## src/hw/ucodeFormatPkg.sv

```systemverilog
// Microcode load file format: character codes, field widths and token enums
package ucodeFormatPkg;

  //////////////////////////////////////////////////
  // Widths
  //////////////////////////////////////////////////

  // One ASCIIized field carries six bits of a word
  localparam int fieldBits = 6;
  // Decoded load word, PDP-11 sized
  localparam int loadWordBits = 16;
  // Input characters are 7-bit ASCII
  localparam int charBits = 7;

  //////////////////////////////////////////////////
  // Character codes
  //////////////////////////////////////////////////

  localparam logic [charBits-1:0] chCr = 7'h0d;
  localparam logic [charBits-1:0] chLf = 7'h0a;
  localparam logic [charBits-1:0] chComma = 7'h2c;
  localparam logic [charBits-1:0] chSemi = 7'h3b;
  localparam logic [charBits-1:0] chLetterZ = 7'h5a;
  localparam logic [charBits-1:0] chLetterC = 7'h43;
  localparam logic [charBits-1:0] chLetterD = 7'h44;
  // ASCIIized data occupies octal 075 through 174
  localparam logic [charBits-1:0] chDataLo = 7'o075;
  localparam logic [charBits-1:0] chDataHi = 7'o174;

  //////////////////////////////////////////////////
  // Token and record types
  //////////////////////////////////////////////////

  // What the classifier made of one character
  typedef enum logic [2:0] {
    kindData,
    kindComma,
    kindEol,
    kindType,
    kindIgnore
  } charKindT;

  // Record type from the first character of a line
  typedef enum logic [2:0] {
    recNone,
    recZero,
    recCram,
    recDram,
    recComment,
    recBad
  } recTypeT;

  typedef logic [loadWordBits-1:0] loadWordT;

endpackage

```

## src/hw/ramMapPkg.sv

```systemverilog
// CRAM and DRAM geometry and placement of load words into RAM entries
package ramMapPkg;

  //////////////////////////////////////////////////
  // Control RAM
  //////////////////////////////////////////////////

  // 80 data bits plus the CALL/DISP special field
  localparam int cramBits = 86;
  localparam int cramAdrBits = 11;
  // Load words per CRAM location
  localparam int cramWordsPerEntry = 6;

  typedef logic [cramBits-1:0] cramEntryT;
  typedef logic [cramAdrBits-1:0] cramAdrT;

  //////////////////////////////////////////////////
  // Dispatch RAM
  //////////////////////////////////////////////////

  localparam int dramAdrBits = 8;
  // Even, odd and common word per location pair
  localparam int dramWordsPerPair = 3;
  // A(3) B(3) P(1) J1-J4 J7 J8-J10
  localparam int dramEntryBits = 15;

  typedef logic [dramAdrBits-1:0] dramAdrT;
  typedef logic [dramEntryBits-1:0] dramEntryT;

  // Field positions inside the even and odd load words
  localparam int dramAHi = 13;
  localparam int dramALo = 11;
  localparam int dramBHi = 10;
  localparam int dramBLo = 8;
  localparam int dramParBit = 5;
  localparam int dramJLowHi = 2;
  localparam int dramJLowLo = 0;
  // J7 is common to the pair but written by the odd word
  localparam int dramJ7Bit = 3;
  // J1-J4 come from the common word
  localparam int dramJComHi = 3;
  localparam int dramJComLo = 0;

endpackage

```

## src/hw/charClassifier.sv

```systemverilog
// Load file stage 1: sorts characters into tokens and decodes field values
`timescale 1ns/1ps

module charClassifier (
  input  logic                                clk,
  input  logic                                rstN,
  input  logic                                charValid,
  input  logic [ucodeFormatPkg::charBits-1:0] charIn,
  output logic                                kindValid,
  output ucodeFormatPkg::charKindT            charKind,
  output logic [ucodeFormatPkg::fieldBits-1:0] fieldValue,
  output ucodeFormatPkg::recTypeT             recType
);
  import ucodeFormatPkg::*;

  // Line tracking
  logic atLineStart;
  logic inComment;
  logic afterCr;
  recTypeT lineType;

  logic isEol;
  charKindT nextKind;
  recTypeT typeOfChar;

  assign isEol = (charIn == chCr) || (charIn == chLf);

  // Record letter decode
  always_comb begin
    case (charIn)
      chLetterZ: typeOfChar = recZero;
      chLetterC: typeOfChar = recCram;
      chLetterD: typeOfChar = recDram;
      chSemi:    typeOfChar = recComment;
      default:   typeOfChar = recBad;
    endcase
  end

  // Token kind, line end has priority over everything
  always_comb begin
    if (isEol) begin
      // LF right after CR is the same line end
      nextKind = (afterCr && charIn == chLf) ? kindIgnore : kindEol;
    end else if (atLineStart) begin
      nextKind = kindType;
    end else if (inComment) begin
      nextKind = kindIgnore;
    end else if (charIn == chComma) begin
      nextKind = kindComma;
    end else if (charIn >= chDataLo && charIn <= chDataHi) begin
      nextKind = kindData;
    end else begin
      // Separator space and anything else
      nextKind = kindIgnore;
    end
  end

  always_ff @(posedge clk or negedge rstN) begin
    if (!rstN) begin
      kindValid <= 1'b0;
      atLineStart <= 1'b1;
      inComment <= 1'b0;
      afterCr <= 1'b0;
      lineType <= recNone;
      recType <= recNone;
    end else begin
      kindValid <= charValid;
      // One stage later than the tokens, so it lines up with assembled words
      recType <= lineType;
      if (charValid) begin
        afterCr <= (charIn == chCr);
        if (isEol) begin
          atLineStart <= 1'b1;
          inComment <= 1'b0;
        end else if (atLineStart) begin
          atLineStart <= 1'b0;
          lineType <= typeOfChar;
          inComment <= (typeOfChar == recComment);
        end
      end
    end
  end

  // Token payload
  always_ff @(posedge clk) begin
    if (charValid) begin
      charKind <= nextKind;
      // Low six bits undo the ASCIIizing offset
      fieldValue <= charIn[fieldBits-1:0];
    end
  end

endmodule

```

## src/hw/fieldAssembler.sv

```systemverilog
// Load file stage 2: builds 16-bit load words from 6-bit field characters
`timescale 1ns/1ps

module fieldAssembler (
  input  logic                                 clk,
  input  logic                                 rstN,
  input  logic                                 kindValid,
  input  ucodeFormatPkg::charKindT             charKind,
  input  logic [ucodeFormatPkg::fieldBits-1:0] fieldValue,
  output logic                                 wordValid,
  output ucodeFormatPkg::loadWordT             loadWord,
  output logic                                 lastWord
);
  import ucodeFormatPkg::*;

  // Word being shifted together
  loadWordT acc;
  // Set inside a line, a comma opens the next field
  logic fieldOpen;

  logic isClose;
  logic closeField;
  logic isEolTok;

  //////////////////////////////////////////////////
  // Field end detect
  //////////////////////////////////////////////////

  assign isEolTok = (charKind == kindEol);
  assign isClose = (charKind == kindComma) || isEolTok;
  // Empty field still closes, acc is zero then
  assign closeField = kindValid && isClose && fieldOpen;

  always_ff @(posedge clk or negedge rstN) begin
    if (!rstN) begin
      wordValid <= 1'b0;
      fieldOpen <= 1'b0;
      acc <= '0;
    end else begin
      wordValid <= closeField;
      if (kindValid) begin
        case (charKind)
          kindType: begin
            // Record letter starts the first field
            fieldOpen <= 1'b1;
            acc <= '0;
          end
          kindData: begin
            // Most significant field arrives first
            acc <= {acc[loadWordBits-fieldBits-1:0], fieldValue};
          end
          kindComma, kindEol: begin
            acc <= '0;
            // Line end closes everything until the next record letter
            if (isEolTok) begin
              fieldOpen <= 1'b0;
            end
          end
          default: begin
            // Ignored characters leave the field alone
            acc <= acc;
          end
        endcase
      end
    end
  end

  //////////////////////////////////////////////////
  // Word out
  //////////////////////////////////////////////////

  always_ff @(posedge clk) begin
    if (closeField) begin
      loadWord <= acc;
      lastWord <= isEolTok;
    end
  end

endmodule

```

## src/hw/recordParser.sv

```systemverilog
// Load file stage 3: walks the fields of a line and issues CRAM and DRAM writes
`timescale 1ns/1ps

module recordParser (
  input  logic                      clk,
  input  logic                      rstN,
  input  logic                      wordValid,
  input  ucodeFormatPkg::loadWordT  loadWord,
  input  logic                      lastWord,
  input  ucodeFormatPkg::recTypeT   recType,
  output logic                      cramWe,
  output ramMapPkg::cramAdrT        cramAdr,
  output ramMapPkg::cramEntryT      cramData,
  output logic                      dramWe,
  output ramMapPkg::dramAdrT        dramAdr,
  output ramMapPkg::dramEntryT      dramEven,
  output ramMapPkg::dramEntryT      dramOdd,
  output logic                      lineDone,
  output logic                      lineErr
);
  import ucodeFormatPkg::*;
  import ramMapPkg::*;

  typedef enum logic [2:0] {
    stWordCount,
    stAddress,
    stData,
    stChecksum,
    stFlush
  } parseStateT;

  parseStateT state;

  // Running line sum, zero when checksum is good
  loadWordT sum;
  loadWordT sumNext;
  // Data words still expected
  loadWordT wordsLeft;
  // Position inside the current CRAM or DRAM group
  logic [2:0] groupPos;
  logic [2:0] groupSize;
  logic groupEnd;

  // Continuation addresses, one per RAM
  cramAdrT cramPtr;
  dramAdrT dramPtr;

  // Words of a group before the completing one
  loadWordT grp [cramWordsPerEntry-1];

  logic dataWord;
  logic cramFire;
  logic dramFire;
  logic eofLine;
  logic endErr;

  // One DRAM location from its own word, the odd word and the common word
  function automatic dramEntryT packDram(loadWordT side, loadWordT oddWord,
                                         loadWordT common);
    return {side[dramAHi:dramALo], side[dramBHi:dramBLo], side[dramParBit],
            common[dramJComHi:dramJComLo], oddWord[dramJ7Bit],
            side[dramJLowHi:dramJLowLo]};
  endfunction

  //////////////////////////////////////////////////
  // Decode of the current word
  //////////////////////////////////////////////////

  assign sumNext = sum + loadWord;

  always_comb begin
    case (recType)
      recCram: groupSize = 3'(cramWordsPerEntry);
      recDram: groupSize = 3'(dramWordsPerPair);
      // Z and others just count words
      default: groupSize = 3'd1;
    endcase
  end

  assign groupEnd = (groupPos == groupSize - 3'd1);
  assign dataWord = wordValid && (state == stData);
  assign cramFire = dataWord && groupEnd && (recType == recCram);
  assign dramFire = dataWord && groupEnd && (recType == recDram);
  // WC and ADR both zero
  assign eofLine = (wordsLeft == '0) && (loadWord == '0);

  // Line verdict, only meaningful with lastWord
  always_comb begin
    if (recType == recComment) begin
      endErr = 1'b0;
    end else begin
      // Short line, long line, bad sum, partial group or unknown letter
      endErr = (recType == recBad) || (recType == recNone) ||
               (state != stChecksum) || (sumNext != '0) || (groupPos != '0);
    end
  end

  //////////////////////////////////////////////////
  // Line FSM
  //////////////////////////////////////////////////

  always_ff @(posedge clk or negedge rstN) begin
    if (!rstN) begin
      state <= stWordCount;
      sum <= '0;
      wordsLeft <= '0;
      groupPos <= '0;
      cramPtr <= '0;
      dramPtr <= '0;
      cramWe <= 1'b0;
      dramWe <= 1'b0;
      lineDone <= 1'b0;
      lineErr <= 1'b0;
    end else begin
      cramWe <= cramFire;
      dramWe <= dramFire;
      lineDone <= 1'b0;
      if (wordValid) begin
        case (state)
          stWordCount: begin
            wordsLeft <= loadWord;
            state <= stAddress;
          end
          stAddress: begin
            // Zero address continues from the last line of this type
            if (recType == recCram) begin
              if (eofLine) begin
                cramPtr <= '0;
              end else if (loadWord != '0) begin
                cramPtr <= cramAdrT'(loadWord);
              end
            end
            if (recType == recDram) begin
              if (eofLine) begin
                dramPtr <= '0;
              end else if (loadWord != '0) begin
                // Pairs always start on an even location
                dramPtr <= {loadWord[dramAdrBits-1:1], 1'b0};
              end
            end
            state <= (wordsLeft == '0) ? stChecksum : stData;
          end
          stData: begin
            wordsLeft <= wordsLeft - 1'b1;
            groupPos <= groupEnd ? 3'd0 : groupPos + 3'd1;
            if (cramFire) begin
              cramPtr <= cramPtr + 1'b1;
            end
            if (dramFire) begin
              dramPtr <= dramPtr + 2'd2;
            end
            if (wordsLeft == loadWordT'(1)) begin
              state <= stChecksum;
            end
          end
          stChecksum: begin
            // More words than WC announced
            state <= stFlush;
          end
          default: begin
            state <= stFlush;
          end
        endcase
        if (lastWord) begin
          state <= stWordCount;
          sum <= '0;
          groupPos <= '0;
          lineDone <= 1'b1;
          lineErr <= endErr;
        end else begin
          sum <= sumNext;
        end
      end
    end
  end

  //////////////////////////////////////////////////
  // Group collection and RAM payload
  //////////////////////////////////////////////////

  always_ff @(posedge clk) begin
    if (dataWord && !groupEnd) begin
      grp[groupPos] <= loadWord;
    end
    if (cramFire) begin
      cramAdr <= cramPtr;
      // 80-85 from sixth word, then 64-79 down to 0-15
      cramData <= {loadWord[cramBits-5*loadWordBits-1:0],
                   grp[0], grp[1], grp[2], grp[3], grp[4]};
    end
    if (dramFire) begin
      dramAdr <= dramPtr;
      dramEven <= packDram(grp[0], grp[1], loadWord);
      dramOdd <= packDram(grp[1], grp[1], loadWord);
    end
  end

endmodule

```

## src/hw/ucodeLoader.sv

```systemverilog
// Microcode loader top: classifier, field assembler and record parser in a row
`timescale 1ns/1ps

module ucodeLoader (
  input  logic                                clk,
  input  logic                                rstN,
  input  logic                                charValid,
  input  logic [ucodeFormatPkg::charBits-1:0] charIn,
  output logic                                cramWe,
  output ramMapPkg::cramAdrT                  cramAdr,
  output ramMapPkg::cramEntryT                cramData,
  output logic                                dramWe,
  output ramMapPkg::dramAdrT                  dramAdr,
  output ramMapPkg::dramEntryT                dramEven,
  output ramMapPkg::dramEntryT                dramOdd,
  output logic                                lineDone,
  output logic                                lineErr
);
  import ucodeFormatPkg::*;

  // Classifier tokens
  logic kindValid;
  charKindT charKind;
  logic [fieldBits-1:0] fieldValue;
  recTypeT recType;

  // Assembled words
  logic wordValid;
  loadWordT loadWord;
  logic lastWord;

  charClassifier classifier (
    .clk       (clk),
    .rstN      (rstN),
    .charValid (charValid),
    .charIn    (charIn),
    .kindValid (kindValid),
    .charKind  (charKind),
    .fieldValue(fieldValue),
    .recType   (recType)
  );

  fieldAssembler assembler (
    .clk       (clk),
    .rstN      (rstN),
    .kindValid (kindValid),
    .charKind  (charKind),
    .fieldValue(fieldValue),
    .wordValid (wordValid),
    .loadWord  (loadWord),
    .lastWord  (lastWord)
  );

  // recType skips the assembler, it is already delayed to match
  recordParser parser (
    .clk      (clk),
    .rstN     (rstN),
    .wordValid(wordValid),
    .loadWord (loadWord),
    .lastWord (lastWord),
    .recType  (recType),
    .cramWe   (cramWe),
    .cramAdr  (cramAdr),
    .cramData (cramData),
    .dramWe   (dramWe),
    .dramAdr  (dramAdr),
    .dramEven (dramEven),
    .dramOdd  (dramOdd),
    .lineDone (lineDone),
    .lineErr  (lineErr)
  );

endmodule

```

## config.mk

```make
export PLATFORM = sky130hd
export DESIGN_NAME = ucodeLoader
export DESIGN_NICKNAME = d
export VERILOG_FILES = /design/src/hw/ucodeFormatPkg.sv /design/src/hw/ramMapPkg.sv /design/src/hw/charClassifier.sv /design/src/hw/fieldAssembler.sv /design/src/hw/recordParser.sv /design/src/hw/ucodeLoader.sv
export SDC_FILE = /design/constraint.sdc
export NUM_CORES = 1
export LEC_CHECK = 0
export BUFFER_PORTS_ARGS = -buffer_cell sky130_fd_sc_hd__clkbuf_2
export CORE_MARGIN = 8
export CORE_UTILIZATION = 37
export CTS_CLUSTER_DIAMETER = 50
export DETAILED_ROUTE_END_ITERATION = 12
export PLACE_DENSITY = 0.65
export SLEW_MARGIN = 25
export SYNTH_ARGS = -nofsm -noshare
export SYNTH_HDL_FRONTEND = slang
export SYNTH_SLANG_ARGS = --single-unit
```

## constraint.sdc

```tcl
create_clock -name clk -period 6.3 [get_ports clk]
set_input_delay 0.315 -clock clk [delete_from_list [all_inputs] [get_ports clk]]
set_output_delay 0.315 -clock clk [all_outputs]
set_load 0.05 [all_outputs]
```

* Word-level counts from Yosys, hierarchy flattened
Memories as Yosys holds them, arrays and structs flattened. A register that Yosys moved wholly into a read port is not among the register bits. Cells that the tools add are included. W data, S select, Z words.
Storage, ports and cells: memories kept 1, word-level logic and storage cells 146, output and inout bits 139, input port bits 10, bits in writable memories 80, register bits 250
Memories:
- parser.grp | words 5, width 16, read ports 5, clocked after memory_dff 3, write ports 1, RTL line recordParser.sv:49 | loadWordT grp [cramWordsPerEntry-1];
Operators by class: mux-type cells 38, bitwise logic cells 1, $lt $le $gt $ge 2, $add $sub $neg 6, equal/unequal tests 27, reductions and logical operators 43
Operators by type and width (count):
- $pmux W16 S2 | 2
- $mux W11 | 4
- $mux W3 | 11
- $logic_not A16 Y1 | 2
- $mux W8 | 4
- $reduce_bool A16 Y1 | 2
- $pmux W11 S2 | 1
- $eq A7 B7 Y1 const B | 3
- $add A16 B16 Y16 | 1
- $eq A16 B1 Y1 const B | 1
- $mux W16 | 1
- $pmux W8 S2 | 1
- $sub A16 B1 Y16 const B | 1
- $eq A3 B2 Y1 const B | 5
- $eq A7 B4 Y1 const B | 2
- $eq A7 B6 Y1 const B | 2
- $pmux W3 S4 | 1
- $reduce_and A2 Y1 | 6
- $reduce_bool A2 Y1 | 6
- $add A11 B1 Y11 const B | 1
- $logic_and A1 B1 Y1 | 10
- $mux W1 | 10
- $ne A2 B1 Y1 const B | 5
- $reduce_and A5 Y1 | 2
- other kinds (22) | 33

* Longest topological paths before layout
Gate-level depths: netlist (run 1).
depth after elaboration 8, depth in mapped cells 10, gate-level depth less buffers 10

* Hierarchy
Synthesis (run 1) repeated with hierarchy kept, for this count alone.
Second synthesis, totals: cells, all modules 820, area total of the unflattened synthesis 12553.3 um^2
By module, submodules not included:
- recordParser | area each 10522.6 um^2, times used 1, cells an instance 702, sequential area each 7777.5 um^2
- fieldAssembler | area each 1207.4 um^2, times used 1, cells an instance 61, sequential area each 960.9 um^2
- charClassifier | area each 823.3 um^2, times used 1, cells an instance 57, sequential area each 521.8 um^2

* Least setup slack after synthesis (run 1)
Ideal clock, no wire load.
path type reg2reg, from register parser.state[2], to register parser.cramWe, arrival time 5.378 ns, period minus slack after synthesis 5.933 ns, stages on the path, launching flop included 6, path slack 0.367 ns, library setup time 0.555 ns, buffers on the path 2, required time 5.745 ns, cell sequence dfrtp_1 > clkbuf_1 > nor3_1 > clkbuf_1 > nand3_1 > nor2_1
On the way: cells in the longest elaborated chain, start to end 4
Ends and longest elaborated chain:
- start: declaration | RTL line recordParser.sv:32 | parseStateT state;
- start signal: assignment | RTL line recordParser.sv:104 | state <= stWordCount;
- start signal: assignment | RTL line recordParser.sv:122 | state <= stAddress;
- start signal: assignment | RTL line recordParser.sv:141 | state <= (wordsLeft == '0) ? stChecksum : stData;
- $eq A3 B2 Y1 | RTL line recordParser.sv:81 | assign dataWord = wordValid && (state == stData);
- $logic_and A1 B1 Y1 | RTL line recordParser.sv:81
- $logic_and A1 B1 Y1 (2 in a row) | RTL line recordParser.sv:82 | assign cramFire = dataWord && groupEnd && (recType == recCram);
- net parser.cramFire | RTL line recordParser.sv:52 | logic cramFire;
- end signal: assignment | RTL line recordParser.sv:115 | cramWe <= cramFire;
- end: declaration | RTL line recordParser.sv:11 | output logic cramWe,
The timed path passes the listed nets, and every way through them passes these cells. A chain may end at the register's enable or synchronous reset.

* Worst setup path after layout (run 1)
from register assembler.wordValid, to register parser.cramAdr[8] (enable)
On the way: cells in the longest elaborated chain, start to end 3
Ends and longest elaborated chain:
- start: declaration | RTL line fieldAssembler.sv:10 | output logic wordValid,
- start signal: assignment | RTL line fieldAssembler.sv:40 | wordValid <= closeField;
- $logic_and A1 B1 Y1 | RTL line recordParser.sv:81
- $logic_and A1 B1 Y1 (2 in a row) | RTL line recordParser.sv:82
- net parser.cramFire | RTL line recordParser.sv:52
- end signal: assignment | RTL line recordParser.sv:186 | cramAdr <= cramPtr;
- end: declaration | RTL line recordParser.sv:12 | output ramMapPkg::cramAdrT cramAdr,
The timed path passes the listed nets, and every way through them passes these cells.

==> run summary, run 1 <==
Clock latency on the worst-skew pair -> 510 ps
Vias per inst -> 5.09
Register bit count reported by yosys -> 323
Top_reg_cell synth -> edfxtp_1
Crit-path max cell delay -> 740 ps
Number of enable-type register cells in the synthesized netlist -> 235
Critical-path cell list -> inv_2 -> nor3_2 -> buf_4 -> nand3_1 -> nor2_4 -> buf_12
Ratio of cells with drive above 1 in the final layout -> 0.246
Antenna Cells -> 0
Total of cells resized after clock tree synthesis -> 0
Leakage dissipation -> 5.58 nW
Y dimension of the die -> 198 um
Overall fraction of global-route tracks in use -> 0.133
Starting DRT DRC Count -> 536
Net total in the final layout -> 1,002
Num CTS Buffers -> 35
Synth unique cells -> 64
Crit path kind -> register to register
Post-synth net total -> 836
Number of detailed-routing iterations run before antenna repair -> 5
Initial standard-cell utilization of the core -> 0.376
Clock period minus final worst setup slack -> 3400 ps
Cells after Synth -> 804
Detailed-route wire length -> 26.6 mm
Clock Skew -> 18.4 ps
Data arrival, critical path -> 3560 ps
Placed Cells -> 1,374
Result of the run -> complete, no violations
Asr flop ratio synth -> 0.272
Die Span X -> 198 um
Final non-filler cell total -> 1,439
Worst min-delay path startpoint -> charIn[3]
Cell at the slowest stage of the critical path -> nor2_4
DRC violation count after routing -> 0
Final weighted congestion in routability-driven placement -> 0.874
Area growth from synthesis to layout -> 20.6%
Endpoint kind of the worst setup timing path -> register
Clock sink total -> 323
Core area -> 32,500 um2
Routed length on met3 -> 2.00 mm
Number of hold buffers added after CTS -> 1
Critical Path Source Type -> register
Sum of routed wire segments on met1 -> 12.0 mm
Ratio of total power to cell area -> 373 nW/um2
Setup violations, final -> 0
Antenna violations before repair -> 0
Global route total overflow -> 0
Max transition margin -> 0.360
Average cell area after synthesis -> 15.2 um2
Highest Signal Layer -> met4
Crit. Startpoint -> assembler.wordValid
I/O Buffers -> 147
Total power of the final layout -> 5.51 mW
Max capacitance violation total -> 0
Worst-path clk slew -> 60 ps
Max clock buf depth -> 3
Deepest level of the CTS H-tree -> 2
Via count of the first global-routing pass -> 7,199
Met2 routed wirelength -> 12.0 mm
Total count of hold-check failures in the final report -> 0
CTS tree -> done
Max rail drop VDD -> 183 uV
Required time at the endpoint of the critical path -> 6450 ps
Max Fclk -> 294 MHz
RSZ-0062 raised after global routing -> false
Largest net degree at the start of global routing -> 75
Residual antenna-violating net count after detailed routing -> 0
Total Die Area -> 39,200 um2
Ports -> 149
Commonest cells after routing, fill and taps aside -> edfxtp_1 (235), clkbuf_2 (146), dfrtp_1 (87)
Total negative slack -> 0 ps
Mapped cell area -> 12,200 um2
Actual slew at the worst max-slew pin -> 958 ps
Cell at the root of the clock tree -> clkbuf_16
Most frequent standard cell in the layout excluding fill and tap cells -> edfxtp_1
Final HPWL DP -> 17.7 mm
Number of synthesis warnings -> 0
Wire length of the first global-routing pass -> 41.2 mm
Routed vias -> 7,330
R2r startpoint -> assembler.wordValid
Final count of pins violating max slew -> 0
Part of the cycle the worst path needs -> 0.540
Cell depth of the worst flop-to-flop path -> 6
Buffers inserted by post-CTS timing repair -> 0
Worst hold path depth -> 1
Detailed-route wire length per cell -> 18.5 um
Sequential cell area fraction in the yosys report -> 0.756
Biggest fanout along the worst timing path -> 70
Floorplan row count -> 66
Class of the worst hold path -> input port to register
Fin util -> 0.454
-- layer usage --
layer  up-vias  global-route usage
li1       3408                   -
met1      3612               0.182
met2       269               0.207
met3        41              0.0306
met4         0              0.0456
met5         -                   0
-- area by class of cell --
type	instances	area [um2]
timing repair buffer	160	867
tap	442	553
clock inverter	26	263
clock buffer	38	928
multi-input combinational	434	2830
fill	2885	17800
sequential	323	9260
inverter	16	60.1
-- synthesized netlist by cell type (2+ instances only) --
master	n	area, um2
nand4b_1	3	26.3
o211ai_1	2	15.0
nor2_1	46	173
a2bb2oi_1	3	26.3
nand2b_1	5	31.3
xnor2_1	10	87.6
a21oi_1	48	240
o2111ai_1	2	17.5
nor3_1	18	90.1
nor3b_1	6	45.0
and3_1	7	43.8
o22ai_1	8	50.1
ha_1	21	263
o21a_1	4	30.0
a31oi_1	9	56.3
clkbuf_1	22	82.6
nor4_1	8	50.1
o41ai_1	4	35.0
a21o_1	3	22.5
o21ai_2	2	17.5
and2_1	2	12.5
xor2_1	7	61.3
edfxtp_1	235	7060
buf_4	6	45.0
buf_6	2	22.5
o21ai_0	54	270
o2bb2ai_1	11	96.3
nand3_1	20	100
inv_1	15	56.3
a22oi_1	2	15.0
o21bai_1	2	15.0
mux2_2	3	33.8
a21boi_0	2	15.0
nand2_1	48	180
a22o_1	23	201
nor2b_1	5	31.3
nand4_1	4	25.0
or3_1	8	50.1
a211oi_1	4	30.0
dfrtp_1	87	2180
nand3b_1	10	75.1
-- where the power goes --
part / total, mW / internal, mW / switching [mW]
registers: 2.62 / 2.44 / 0.182
logic: 0.833 / 0.329 / 0.504
clock network: 2.05 / 1.24 / 0.807
-- per-stage QoR --
stage | setup slack, ps | hold slack (ps) | cell area, um2
detailed placement | 2900 | 201 | 13600
global placement | 2980 | 200 | 13500
global route | 2650 | 55.4 | 14800
floorplan | 367 | 19.4 | 12200
CTS | 2890 | 35.3 | 14800
finish | 2900 | 58.2 | 14800
-- logic make-up (layout without fill, tap and decap cells) --
kind of cell    count (synthesis)  count (layout)  synth area share
compound gates                191             191             0.102
buf+inv                        47             240            0.0176
fa+ha+maj                      22              22            0.0231
flops                         323             323             0.756
xor+xnor                       17              17            0.0122
other cells                     1               1          0.000306
mux                             3               3           0.00276
simple gates                  200             200            0.0855
-- flip-flops by register name, indices dropped and copies added (netlist names), 6 cells and up --
register	flops
parser.wordsLeft	16
classifier.fieldValue	6
parser.sum	16
parser.dramAdr	7
assembler.acc	16
parser.cramData	54
parser.dramEven	10
parser.dramPtr	7
cramData	32
parser.cramAdr	11
assembler.loadWord	16
parser.grp	80
parser.dramOdd	15
parser.cramPtr	11
-- critical path: cells and delay by family (launching register included) --
family / cells / cell delay, ps
simple gates: 3 / 1470
buf+inv: 3 / 940
flops: 1 / 550
-- path summary, 6_finish.rpt --
kind	to	slack, ps
worst max-delay path	parser.cramAdr[8]	2900
worst min-delay path	classifier.fieldValue[3]	60
worst max register to register	parser.cramAdr[8]	2900
worst min register to register	parser.cramData[4]	410
max in group asynchronous	parser.dramPtr[3]	5120
min in group asynchronous	parser.cramPtr[8]	220
Power figures use the tool's default switching activity.
==> run 2, diff against run 1 <==
- PLACE_DENSITY: 0.65 -> 0.63
- clock period: 6.3 -> 3.5 ns (I/O delays scaled with it)
==> run summary, run 2 (same netlist as run 1, synthesis figures left out) <==
Vias per inst -> 5.10
Area growth from synthesis to layout -> 22.0%
RSZ-0062 raised after global routing -> false
Clock Skew -> 26.4 ps
Max capacitance violation total -> 0
Number of detailed-routing iterations run before antenna repair -> 5
Global route total overflow -> 0
Most frequent standard cell in the layout excluding fill and tap cells -> edfxtp_1
Area of the multi-input gates -> 2820 um2
Final HPWL DP -> 17.7 mm
Wire length of the first global-routing pass -> 42.2 mm
Num CTS Buffers -> 36
Count of fill cells added during filler insertion -> 2,878
Met2 usage in global routing -> 0.218
CTS tree -> done
Commonest cells after routing, fill and taps aside -> edfxtp_1 (235), clkbuf_2 (146), dfrtp_1 (87)
Max transition margin -> 0.450
DRC violation count after routing -> 0
Residual antenna-violating net count after detailed routing -> 0
Clock latency on the worst-skew pair -> 530 ps
Clock period minus final worst setup slack -> 3140 ps
Required time at the endpoint of the critical path -> 3900 ps
Antenna Cells -> 0
Total negative slack -> 0 ps
Endpoint kind of the worst setup timing path -> register
Biggest fanout along the worst timing path -> 3
Class of the worst hold path -> input port to register
Buf+Inv Stages, Crit Path -> 0
Cell family with most CP delay -> simple AND/OR/NAND/NOR gates
Via count of the first global-routing pass -> 7,367
Max clock buf depth -> 3
Routed vias -> 7,454
Fin util -> 0.459
Starting DRT DRC Count -> 415
Floorplan row count -> 66
Register name with the most flops -> parser.grp
Crit-path max cell delay -> 520 ps
Final count of pins violating max slew -> 0
Worst slack at placement -> 446 ps
Sequential cell area -> 9260 um2
Clock sink total -> 323
Critical Path Source Type -> register
Core area -> 32,500 um2
Ports -> 149
Cell at the slowest stage of the critical path -> or4b_1
Final weighted congestion in routability-driven placement -> 0.887
Antenna violations before repair -> 0
Slack of the critical path -> 356 ps
Number of flip-flops under the largest register name -> 80
Net total in the final layout -> 1,024
Max Fclk -> 318 MHz
Detailed-route wire length -> 27.5 mm
Setup violations, final -> 0
Critical-path cell list -> ha_1 -> fa_1 -> or4b_1 -> nor4_1 -> o2111ai_1 -> nand3b_1 -> and4b_1 -> nand4b_1 -> nor4b_2 -> a31oi_1
I/O Buffers -> 147
Ratio of total power to cell area -> 666 nW/um2
Total of cells resized after clock tree synthesis -> 0
Leakage dissipation -> 5.67 nW
Ratio of cells with drive above 1 in the final layout -> 0.247
Largest net degree at the start of global routing -> 70
Total count of hold-check failures in the final report -> 0
Result of the run -> complete, no violations
Worst-path clk slew -> 60 ps
Most used routing layer in global routing -> met2
Detailed-route wire length per cell -> 18.8 um
Max rail drop VDD -> 327 uV
Data arrival, critical path -> 3540 ps
Total power of the final layout -> 9.95 mW
Actual slew at the worst max-slew pin -> 826 ps
Initial standard-cell utilization of the core -> 0.376
Cell at the root of the clock tree -> clkbuf_16
Part of the cycle the worst path needs -> 0.898
Die Span X -> 198 um
Overall fraction of global-route tracks in use -> 0.137
Largest registers ranked by flip-flop count -> parser.grp (80), parser.cramData (54), cramData (32)
Deepest level of the CTS H-tree -> 2
M1 GR Usage -> 0.179
Y dimension of the die -> 198 um
Total Die Area -> 39,200 um2
Met3 GRT Util -> 0.0321
Crit path kind -> register to register
==> run 2: changes by cell type in the layout (fill, tap and decap cells not counted), moves of 3 or more <==
cell	change
buf_4	+15
clkbuf_1	+9
clkinv_2	-4
clkinv_4	-3
dlygate4sd3_1	+7
==> run 2: area by class of cell <==
class	count	share of cell area
multi-input combinational	434	0.189
clock buffer	47	0.0644
clock inverter	19	0.0158
tap	442	0.0370
inverter	16	0.00402
sequential	323	0.620
timing repair buffer	181	0.0695
==> run 2: where the power goes <==
| part | internal (mW) | switching (mW) | leakage [nW] |
|---|---|---|---|
| clock | 2.20 | 1.51 | 0.577 |
| combinational | 0.602 | 0.915 | 1.80 |
| sequential | 4.40 | 0.322 | 3.30 |
| total | 7.20 | 2.75 | 5.67 |
==> run 2: what timing repair did <==
action | CTS | global route
setup buffers | 0 | 0
hold buffers | 8 | 0
endpoints found under the hold margin | 63 | 0
==> run 2: metal layers <==
metal  part of all wire  wire length [um]  vias up
li1                   -                 -     3452
met1               0.43             11800     3656
met2               0.46             12700      285
met3              0.075              2080       61
met4              0.038              1040        0
met5                  0                 0        -
==> run 2: worst reg2reg max path, delay by kind of cell, from the launching register on <==
kind / cells / cell delay, ps
adder cells (fa/ha/maj): 2 / 730
AND/OR/NAND/NOR: 6 / 1620
AO/OA/AOI/OAI: 2 / 300
flip-flops: 1 / 380
==> run 2: metrics by stage <==
stage	instances	instance area [um2]	hold slack, ps
after floorplan	804	12300	-121
after global placement	1388	13700	329
after detailed placement	1388	13700	336
after CTS	1462	14900	42.3
after global routing	1462	14900	105
final	1462	14900	56.0
==> run 2: worst paths after layout <==
| kind | cells after the start | from | end | slack (ps) |
|---|---|---|---|---|
| max | 10 | assembler.loadWord[0] | parser.lineErr | 360 |
| min | 4 | charIn[6] | classifier.inComment | 60 |
| max reg2reg | 10 | assembler.loadWord[0] | parser.lineErr | 360 |
| min in group asynchronous | 2 | rstN | parser.sum[13] | 290 |
| max in group asynchronous | 3 | rstN | classifier.atLineStart | 2380 |
| min reg2reg | 0 | classifier.lineType[1] | classifier.recType[1] | 380 |
